==> src/rtl/dbus_pkg.sv <==
`default_nettype none

package dbus_pkg;

    localparam int addr_w    = 32;
    localparam int data_w    = 32;
    localparam int bus_bytes = 4;
    localparam int offset_w  = $clog2(bus_bytes);

    typedef logic [addr_w-1:0]    addr_t;
    typedef logic [data_w-1:0]    data_t;
    typedef logic [bus_bytes-1:0] mask_t;
    typedef logic [offset_w-1:0]  offset_t;
    typedef logic [1:0]           size_t;

    // access size encoding
    localparam size_t size_byte = 2'd0;
    localparam size_t size_half = 2'd1;
    localparam size_t size_word = 2'd2;

    typedef struct packed {
        addr_t addr;    // word aligned
        logic  write;
        data_t wdata;
        mask_t mask;
    } dbus_req_t;

    typedef struct packed {
        logic      active;
        logic      is_load;
        dbus_req_t req;
        offset_t   offset;  // byte within the word
        size_t     size;
        logic      sign;
    } access_t;

endpackage

`default_nettype wire

==> src/rtl/uop_pkg.sv <==
`default_nettype none

package uop_pkg;

    localparam int xlen      = 32;
    localparam int reg_idx_w = 5;
    localparam int tag_w     = 4;

    typedef logic [xlen-1:0]      word_t;
    typedef logic [reg_idx_w-1:0] reg_idx_t;
    typedef logic [tag_w-1:0]     tag_t;

    // memory operation carried by the uop
    typedef enum logic [3:0] {
        mem_none = 4'd0,
        mem_lb   = 4'd1,
        mem_lh   = 4'd2,
        mem_lw   = 4'd3,
        mem_lbu  = 4'd4,
        mem_lhu  = 4'd5,
        mem_sb   = 4'd6,
        mem_sh   = 4'd7,
        mem_sw   = 4'd8
    } mem_op_t;

    typedef struct packed {
        logic     valid;
        tag_t     tag;      // ordering through the pipe
        mem_op_t  mem_op;
        word_t    rs1;      // base
        word_t    rs2;      // store value
        word_t    imm;      // already sign extended
        reg_idx_t rd;
        word_t    result;
    } uop_t;

endpackage

`default_nettype wire

==> src/rtl/dbus_unit.sv <==
`timescale 1ns/1ns
`default_nettype none

module dbus_unit (
    input  logic                clk_i,
    input  logic                rstn_i,

    input  dbus_pkg::access_t   access_i,

    // l1 request channel
    output dbus_pkg::dbus_req_t l1_req_o,
    output logic                l1_req_valid_o,
    input  logic                l1_req_ready_i,

    // l1 response channel
    input  dbus_pkg::data_t     l1_rsp_data_i,
    input  logic                l1_rsp_valid_i,
    output logic                l1_rsp_ready_o,

    output logic                stall_o,
    output logic                done_o,
    output dbus_pkg::data_t     load_data_o
);

    typedef enum logic [1:0] {
        st_idle,
        st_req,
        st_wait_rsp,
        st_done
    } state_t;

    state_t              state_q;
    state_t              state_d;
    dbus_pkg::dbus_req_t req_q;
    dbus_pkg::data_t     load_data_q;
    logic                req_fire;
    logic                rsp_fire;

    assign req_fire = l1_req_valid_o && l1_req_ready_i;
    assign rsp_fire = l1_rsp_valid_i && l1_rsp_ready_o;

    always_comb begin
        state_d = state_q;
        case (state_q)
            st_idle: begin
                if (access_i.active) begin
                    state_d = st_req;
                end
            end
            st_req: begin
                if (req_fire) begin
                    // stores get no response
                    state_d = req_q.write ? st_done : st_wait_rsp;
                end
            end
            st_wait_rsp: begin
                if (rsp_fire) begin
                    state_d = st_done;
                end
            end
            default: state_d = st_idle;   // done lasts one cycle
        endcase
    end

    always_ff @(posedge clk_i) begin
        if (!rstn_i) begin
            state_q <= st_idle;
        end else begin
            state_q <= state_d;
        end
    end

    // request frozen while the port back-pressures
    always_ff @(posedge clk_i) begin
        if (state_q == st_idle && access_i.active) begin
            req_q <= access_i.req;
        end
    end

    always_ff @(posedge clk_i) begin
        if (rsp_fire) begin
            load_data_q <= l1_rsp_data_i;
        end
    end

    assign l1_req_o       = req_q;
    assign l1_req_valid_o = (state_q == st_req);
    assign l1_rsp_ready_o = (state_q == st_wait_rsp);

    assign stall_o = (state_q == st_idle && access_i.active) ||
                     (state_q == st_req) ||
                     (state_q == st_wait_rsp);
    assign done_o      = (state_q == st_done);
    assign load_data_o = load_data_q;

endmodule

`default_nettype wire

==> src/rtl/mem_op_unit.sv <==
`timescale 1ns/1ns
`default_nettype none

module mem_op_unit (
    input  uop_pkg::uop_t     uop_i,
    output dbus_pkg::access_t access_o
);

    dbus_pkg::addr_t   eff_addr;
    dbus_pkg::offset_t offset;
    dbus_pkg::size_t   size;
    dbus_pkg::mask_t   base_mask;
    dbus_pkg::data_t   lane_data;
    logic              sign;
    logic              is_load;
    logic              is_mem;

    assign eff_addr = uop_i.rs1 + uop_i.imm;
    assign offset   = eff_addr[dbus_pkg::offset_w-1:0];

    // operation decode
    always_comb begin
        size    = dbus_pkg::size_word;
        sign    = 1'b0;
        is_load = 1'b0;
        is_mem  = 1'b1;
        case (uop_i.mem_op)
            uop_pkg::mem_lb: begin
                size    = dbus_pkg::size_byte;
                sign    = 1'b1;
                is_load = 1'b1;
            end
            uop_pkg::mem_lh: begin
                size    = dbus_pkg::size_half;
                sign    = 1'b1;
                is_load = 1'b1;
            end
            uop_pkg::mem_lw: begin
                is_load = 1'b1;
            end
            uop_pkg::mem_lbu: begin
                size    = dbus_pkg::size_byte;
                is_load = 1'b1;
            end
            uop_pkg::mem_lhu: begin
                size    = dbus_pkg::size_half;
                is_load = 1'b1;
            end
            uop_pkg::mem_sb: size = dbus_pkg::size_byte;
            uop_pkg::mem_sh: size = dbus_pkg::size_half;
            uop_pkg::mem_sw: size = dbus_pkg::size_word;
            default: is_mem = 1'b0;   // mem_none
        endcase
    end

    // lanes at offset zero, shifted into place below
    always_comb begin
        case (size)
            dbus_pkg::size_byte: base_mask = dbus_pkg::mask_t'(1);
            dbus_pkg::size_half: base_mask = dbus_pkg::mask_t'(3);
            default:             base_mask = '1;
        endcase
    end

    // every lane gets a copy, the mask picks the live one
    always_comb begin
        case (size)
            dbus_pkg::size_byte: lane_data = {dbus_pkg::bus_bytes{uop_i.rs2[7:0]}};
            dbus_pkg::size_half: lane_data = {(dbus_pkg::bus_bytes / 2){uop_i.rs2[15:0]}};
            default:             lane_data = uop_i.rs2;
        endcase
    end

    always_comb begin
        access_o.active    = uop_i.valid && is_mem;
        access_o.is_load   = is_load;
        access_o.req.addr  = {eff_addr[dbus_pkg::addr_w-1:dbus_pkg::offset_w],
                              {dbus_pkg::offset_w{1'b0}}};
        access_o.req.write = is_mem && !is_load;
        access_o.req.wdata = lane_data;
        access_o.req.mask  = base_mask << offset;
        access_o.offset    = offset;
        access_o.size      = size;
        access_o.sign      = sign;
    end

endmodule

`default_nettype wire

==> src/rtl/mem_stage.sv <==
`timescale 1ns/1ns
`default_nettype none

module mem_stage (
    input  logic                clk_i,
    input  logic                rstn_i,

    // from execute
    input  uop_pkg::uop_t       uop_i,
    output logic                stall_o,

    // to writeback
    output uop_pkg::uop_t       wb_uop_o,

    // l1 data port
    output dbus_pkg::dbus_req_t l1_req_o,
    output logic                l1_req_valid_o,
    input  logic                l1_req_ready_i,
    input  dbus_pkg::data_t     l1_rsp_data_i,
    input  logic                l1_rsp_valid_i,
    output logic                l1_rsp_ready_o
);

    dbus_pkg::access_t access;
    dbus_pkg::data_t   load_data;
    logic              done;

    mem_op_unit mem_op_unit_i (
        .uop_i          ( uop_i          ),
        .access_o       ( access         )
    );

    dbus_unit dbus_unit_i (
        .clk_i          ( clk_i          ),
        .rstn_i         ( rstn_i         ),
        .access_i       ( access         ),
        .l1_req_o       ( l1_req_o       ),
        .l1_req_valid_o ( l1_req_valid_o ),
        .l1_req_ready_i ( l1_req_ready_i ),
        .l1_rsp_data_i  ( l1_rsp_data_i  ),
        .l1_rsp_valid_i ( l1_rsp_valid_i ),
        .l1_rsp_ready_o ( l1_rsp_ready_o ),
        .stall_o        ( stall_o        ),
        .done_o         ( done           ),
        .load_data_o    ( load_data      )
    );

    wb_merge wb_merge_i (
        .clk_i          ( clk_i          ),
        .rstn_i         ( rstn_i         ),
        .uop_i          ( uop_i          ),
        .access_i       ( access         ),
        .stall_i        ( stall_o        ),   // same level execute sees
        .done_i         ( done           ),
        .load_data_i    ( load_data      ),
        .wb_uop_o       ( wb_uop_o       )
    );

endmodule

`default_nettype wire

==> src/rtl/wb_merge.sv <==
`timescale 1ns/1ns
`default_nettype none

module wb_merge (
    input  logic              clk_i,
    input  logic              rstn_i,

    input  uop_pkg::uop_t     uop_i,
    input  dbus_pkg::access_t access_i,

    input  logic              stall_i,
    input  logic              done_i,
    input  dbus_pkg::data_t   load_data_i,

    output uop_pkg::uop_t     wb_uop_o
);

    uop_pkg::word_t shifted;
    uop_pkg::word_t ext_data;
    uop_pkg::uop_t  next_uop;
    uop_pkg::uop_t  uop_q;
    logic           valid_q;

    // addressed byte or half down to lane 0
    assign shifted = load_data_i >> {access_i.offset, 3'b000};

    always_comb begin
        case (access_i.size)
            dbus_pkg::size_byte: begin
                ext_data = {{(uop_pkg::xlen - 8){access_i.sign & shifted[7]}},
                            shifted[7:0]};
            end
            dbus_pkg::size_half: begin
                ext_data = {{(uop_pkg::xlen - 16){access_i.sign & shifted[15]}},
                            shifted[15:0]};
            end
            default: ext_data = shifted;
        endcase
    end

    always_comb begin
        next_uop = uop_i;
        if (done_i && access_i.is_load) begin
            next_uop.result = ext_data;   // loaded value replaces result
        end
    end

    // bubble while the stage is stalled
    always_ff @(posedge clk_i) begin
        if (!rstn_i) begin
            valid_q <= 1'b0;
        end else begin
            valid_q <= !stall_i && uop_i.valid;
        end
    end

    always_ff @(posedge clk_i) begin
        if (!stall_i) begin
            uop_q <= next_uop;
        end
    end

    always_comb begin
        wb_uop_o       = uop_q;
        wb_uop_o.valid = valid_q;
    end

endmodule

`default_nettype wire

==> config.mk <==
export PLATFORM = sky130hd
export DESIGN_NAME = mem_stage
export DESIGN_NICKNAME = d
export VERILOG_FILES = /design/src/rtl/dbus_pkg.sv /design/src/rtl/uop_pkg.sv /design/src/rtl/dbus_unit.sv /design/src/rtl/mem_op_unit.sv /design/src/rtl/mem_stage.sv /design/src/rtl/wb_merge.sv
export SDC_FILE = /design/constraint.sdc
export NUM_CORES = 1
export LEC_CHECK = 0
export ABC_AREA = 1
export BUFFER_PORTS_ARGS = -buffer_cell sky130_fd_sc_hd__buf_2
export CORE_MARGIN = 3
export CORE_UTILIZATION = 45
export CTS_CLUSTER_SIZE = 8
export DETAILED_ROUTE_END_ITERATION = 10
export HOLD_SLACK_MARGIN = 0.03
export PLACE_DENSITY = 0.72
export SKIP_LAST_GASP = 1
export SYNTH_ARGS = -nofsm -noshare
export SYNTH_HDL_FRONTEND = slang
export SYNTH_SLANG_ARGS = --single-unit
==> constraint.sdc <==
create_clock -name clk_i -period 13.6 [get_ports clk_i]
set_clock_uncertainty 0.1 [all_clocks]
set_input_delay 3.4 -clock clk_i [delete_from_list [all_inputs] [get_ports clk_i]]
set_output_delay 3.4 -clock clk_i [all_outputs]
set_load 0.02 [all_outputs]
# After elaboration in Yosys (flattened, before gate mapping)
# Index checks and enable logic that the tools add are counted.
[classes] addsub=1 eq_ne=15 shift=2 n_mux=13 bitwise_logic=2 reduce_logical=19
[ops] op="32-bit one-hot mux with 2 select lines" count=2
[ops] op="32-bit adder" count=1
[ops] op="32-bit 2-to-1 mux" count=1
[ops] op="32-bit by 5-bit >> shifter with 32-bit output" count=1
[ops] op="4-bit by 3-bit == test with 1-bit output, second input constant" count=4
[ops] op="4-bit by 2-bit == test with 1-bit output, second input constant" count=2
[ops] op="4-bit one-hot mux with 2 select lines" count=1
[ops] op="8-bit OR reduction" count=1
[ops] op="1-bit logical AND" count=7
[ops] op="2-bit 2-to-1 mux" count=3
[ops] op="2-bit one-hot mux with 3 select lines" count=1
[ops] op="3-bit OR reduction" count=2
[ops] op="5-bit OR reduction" count=1
[ops] op="2-bit by 1-bit == test with 1-bit output, second input constant" count=2
[ops] op="2-bit == test, second input constant" count=2
[ops] op="4-bit by 1-bit == test with 1-bit output, second input constant" count=1
[ops] op="4-bit == test, second input constant" count=1
[ops] op="2-bit zero test" count=2
[ops] op="1-bit 2-to-1 mux" count=4
[ops] op="2-bit inequality test, second input constant" count=2
[ops] op="2-bit one-hot mux with 2 select lines" count=1
[ops] op="4-bit by 2-bit << shifter with 4-bit output" count=1
[ops] op="3-bit AND reduction" count=1
[ops] op="1-bit bitwise AND" count=2
[ops] op="other kinds (4)" count=6
[totals] ff_bits=243 wordCells=66

# Depth between registers and ports, before layout
[depth] ltp_word=9 ltp_mapped=12 depth_no_buf=12

# Modules after synthesis
# A second synthesis with hierarchy kept.
[hier_totals] cells_unflattened=1157 hier_area_um2=11777.5
[by_module_without_submodules] mod="wb_merge" n_inst=1 cells_each=419 area_per_inst_um2=5587.9 seq_area_each_um2=4254.1
[by_module_without_submodules] mod="dbus_unit" n_inst=1 cells_each=134 area_per_inst_um2=3271.9 seq_area_each_um2=3072.9
[by_module_without_submodules] mod="mem_op_unit" n_inst=1 cells_each=604 area_per_inst_um2=2917.8 seq_area_each_um2=0.0

# Worst setup path after synthesis
# OpenSTA, ideal clock, no wires.
[synth_timing] kind="input -> output" startpoint="input uop_i[134] in the netlist's numbering" endpoint="output stall_o" t_arrival_ns=3.975 required_ns=10.100 slack_ns=6.125 cell_stages=5 path_cell_list="nor2_1 > nand2_1 > nand2_1 > nand4_1 > nand3_1"
[synth_via] elab_chain_len=7 word_cells_on_any_way=14
[synth_rtl] item="start: declaration" line="mem_stage.sv:9" source="input uop_pkg::uop_t uop_i,"
[synth_rtl] item="4-bit by 1-bit == test with 1-bit output (tied with other cells)" line="mem_op_unit.sv:27" source="case (uop_i.mem_op)"
[synth_rtl] item="8-bit OR reduction (no source line) (*)"
[synth_rtl] item="1-bit 2-to-1 mux (*)" line="mem_op_unit.sv:27"
[synth_rtl] item="1-bit logical AND (*)" line="mem_op_unit.sv:75" source="access_o.active = uop_i.valid && is_mem;"
[synth_rtl] item="1-bit logical AND (*)" line="dbus_unit.sv:90" source="assign stall_o = (state_q == st_idle && access_i.active) ||"
[synth_rtl] item="1-bit logical OR (*)" line="dbus_unit.sv:90"
[synth_rtl] item="1-bit logical OR (*)" line="dbus_unit.sv:91" source="(state_q == st_req) ||"
[synth_rtl] item="end: declaration" line="mem_stage.sv:10" source="output logic stall_o,"
# Mark *: on every way between the ends. The rest lies on a longest branch, timed or not.

# Final worst setup path
# Ends and elaborated chain as after synthesis.

==> metrics.txt <==
core area roughly 25000 µm²; clock slew at reported path FFs 0.05 ns; cells on worst reg2reg path 6; DIE AREA about 27000 µm²; initial antenna violation count 4; DP Cell Count around 1800; clk buf depth 3; Clk Latency, worst-skew pair 0.51 ns; Leak 7.052 nW; Startpoint Class input pin; CTS root buf clkbuf_16; die width 165.3 µm; reg2reg end wb_merge_i.wb_uop_o[72]; number of global-route vias before repair 8991; CP max stage delay about 0.23 ns; global-route wire length before repair 47.71 mm; r2r startpoint dbus_unit_i.state_q[0]; ys async rst share 0%; area grow syn2layout 28.47%; Worst Max-Slew Pin Slew 1.192 ns; post-DR wirelength/cell 17.01 µm; layout cells sized above 1 29.72%; # setup viols final 0; grt ovf 0; Total GRT Usage 22.62%; Slew Limit Fails 0; # hold bufs at CTS 0; Resize count post-CTS 0; H-tree Lvls 2; CTS tree yes; pwr dens 196.5 nW/µm²; most frequent cells in the layout nand2_1, buf_2, edfxtp_1; worst setup path class input pin to output pin; CP max-delay cell nand3_1; PortBufs around 390; final period utilization just under 60%; required time of the critical path 10.10 ns; Cell Area, Synth 11420 µm²; Gate Count Post-Synth 1125; Die Y about 170 µm; EDFF count, synth 240; Synth cell types 35; peak supply drop around 0.19 mV; routability congestion estimate 0.9598; cell chain of the critical path buf_2 -> nor2_1 -> nand2_1 -> nand2_1 -> nand4_1 -> nand3_1 -> buf_2; CP arrival 4.48 ns; Vias per Instance 4.918; Min-Delay Endpoint dbus_unit_i.state_q[1]; Period minus WS final 7.979 ns; sequential element share of the synthesized area a little under two thirds; clk sinks about 240; MaxCap Viol Count 0; ANT nets after route 0; maximum number of pins on one net before global-route repair 73; ys flop type edfxtp_1; Buf/Inv on CP 2; Post-route DRC 0; Critical Path Fanout Max 5; cts bufs inserted 36; f_max 125.3 MHz; crit end category output pin; RSZ-0062 raised after global routing no; Worst slew margin 20.43%; hold path cells 2; Fin Setup TNS 0 ns; final cell count without fillers 1877; FP Rows 57; Initial Utilization a little under half; first drt pass iteration count 6; final WL 31.93 mm; final hold vios 0; Place WS 5.654 ns; worst setup margin 5.621 ns; Avg Cell Area, Syn 10.16 µm²; number of DRC markers in iteration 0 940; yosys warns 0; Nets 1746; vias between 9000 and 10000; Stages on worst setup path 7; status finished clean; commonest non-fill, non-tap cell in the layout nand2_1; FF+latch count, synth 243; Hold Startpoint dbus_unit_i.state_q[1]; register-to-register setup slack between 10 and 15 ns; postcts setup bufs 0; Largest delay share family, worst path simple AND/OR/NAND/NOR gates; I/O pins 392; Layout fillers 2116; Hold WC Path Type flip-flop to flip-flop; Final HPWL DP around 24 mm
stage by stage:
step | hold slack (ns) | util, % | instance area [µm²] | total power [mW]
floorplan | 0.3897 | - | 11430 | 1.768
global placement | 0.4138 | 55.41 | 13630 | 2.069
detailed placement | 0.4446 | 55.41 | 13630 | 2.084
CTS | 0.4510 | 59.63 | 14670 | 2.915
global route | 0.4790 | 59.63 | 14670 | 3.030
finish | 0.4496 | 59.65 | 14680 | 2.884
worst register-to-register path: cells and delay by family (launching register included):
kind / cells / cell delay (ns)
flip-flops: 1 / 0.36
AND/OR/NAND/NOR: 2 / 0.36
adder cells (fa/ha/maj): 1 / 0.24
buffers and inverters: 3 / 1.50
routing by layer:
layer | GRT usage [%] | vias to the layer above | wire length (µm)
met1 | 27.01 | 4187 | 11950
met5 | 0 | - | 26
met3 | 6.011 | 76 | 3160
met2 | 39.51 | 449 | 15780
met4 | 8.015 | 4 | 1015
li1 | - | 4515 | -
area by class of cell:
class / instances / area, µm² / share of cell area (%)
flip-flops and latches: 243 / 7267 / 49.51
multi-input cells: 694 / 3361 / 22.90
repair buffers: 393 / 1977 / 13.47
clock buffers: 53 / 964.7 / 6.572
inverters: 164 / 623.1 / 4.245
well taps: 324 / 405.4 / 2.762
clock inverters: 4 / 75.07 / 0.5115
diodes: 2 / 5.005 / 0.03410
registers in the layout, indices dropped and copies added, names as in the netlist:
signal and cells:
wb_merge_i.valid_q 1, dbus_unit_i.state_q 2, dbus_unit_i.load_data_o 32, dbus_unit_i.l1_req_o 67, wb_merge_i.wb_uop_o 141
logic make-up after synthesis:
group	synth area share (%)
fa+ha+maj	4.008
buf+inv	7.009
simple gates	17.90
flops	63.61
compound gates	6.297
xor+xnor	1.150
other cells	0.03282
power by group:
part           total [mW]  internal, mW  leakage, nW  switching, mW
clock network       0.823         0.508        0.499          0.315
registers            1.20          1.14         2.33         0.0606
logic               0.862         0.225         4.22          0.637
Yosys cell counts, types with 7 or more instances:
| master | instances | area share [%] |
|---|---|---|
| nand3_1 | 30 | 1.3 |
| xor2_1 | 12 | 0.92 |
| o21ai_0 | 15 | 0.66 |
| buf_4 | 9 | 0.59 |
| o211ai_1 | 16 | 1.1 |
| o21ai_1 | 10 | 0.44 |
| a21oi_1 | 65 | 2.8 |
| nand4_1 | 7 | 0.38 |
| nand2_1 | 391 | 13 |
| ha_1 | 35 | 3.8 |
| o21ai_2 | 11 | 0.84 |
| nor2_1 | 78 | 2.6 |
| inv_1 | 156 | 5.1 |
| inv_2 | 7 | 0.23 |
| edfxtp_1 | 240 | 63 |
worst max path at each step:
stage	endpoint	start	slack, ns
2_1_floorplan	stall_o	uop_i[134]	6.13
3_3_place_gp	stall_o	uop_i[134]	5.72
3_5_place_dp	stall_o	uop_i[134]	5.65
4_1_cts	stall_o	uop_i[134]	5.64
5_1_grt	stall_o	uop_i[134]	5.53
6_report	stall_o	uop_i[134]	5.62
Note: power is estimated with default switching activity, not from simulation.
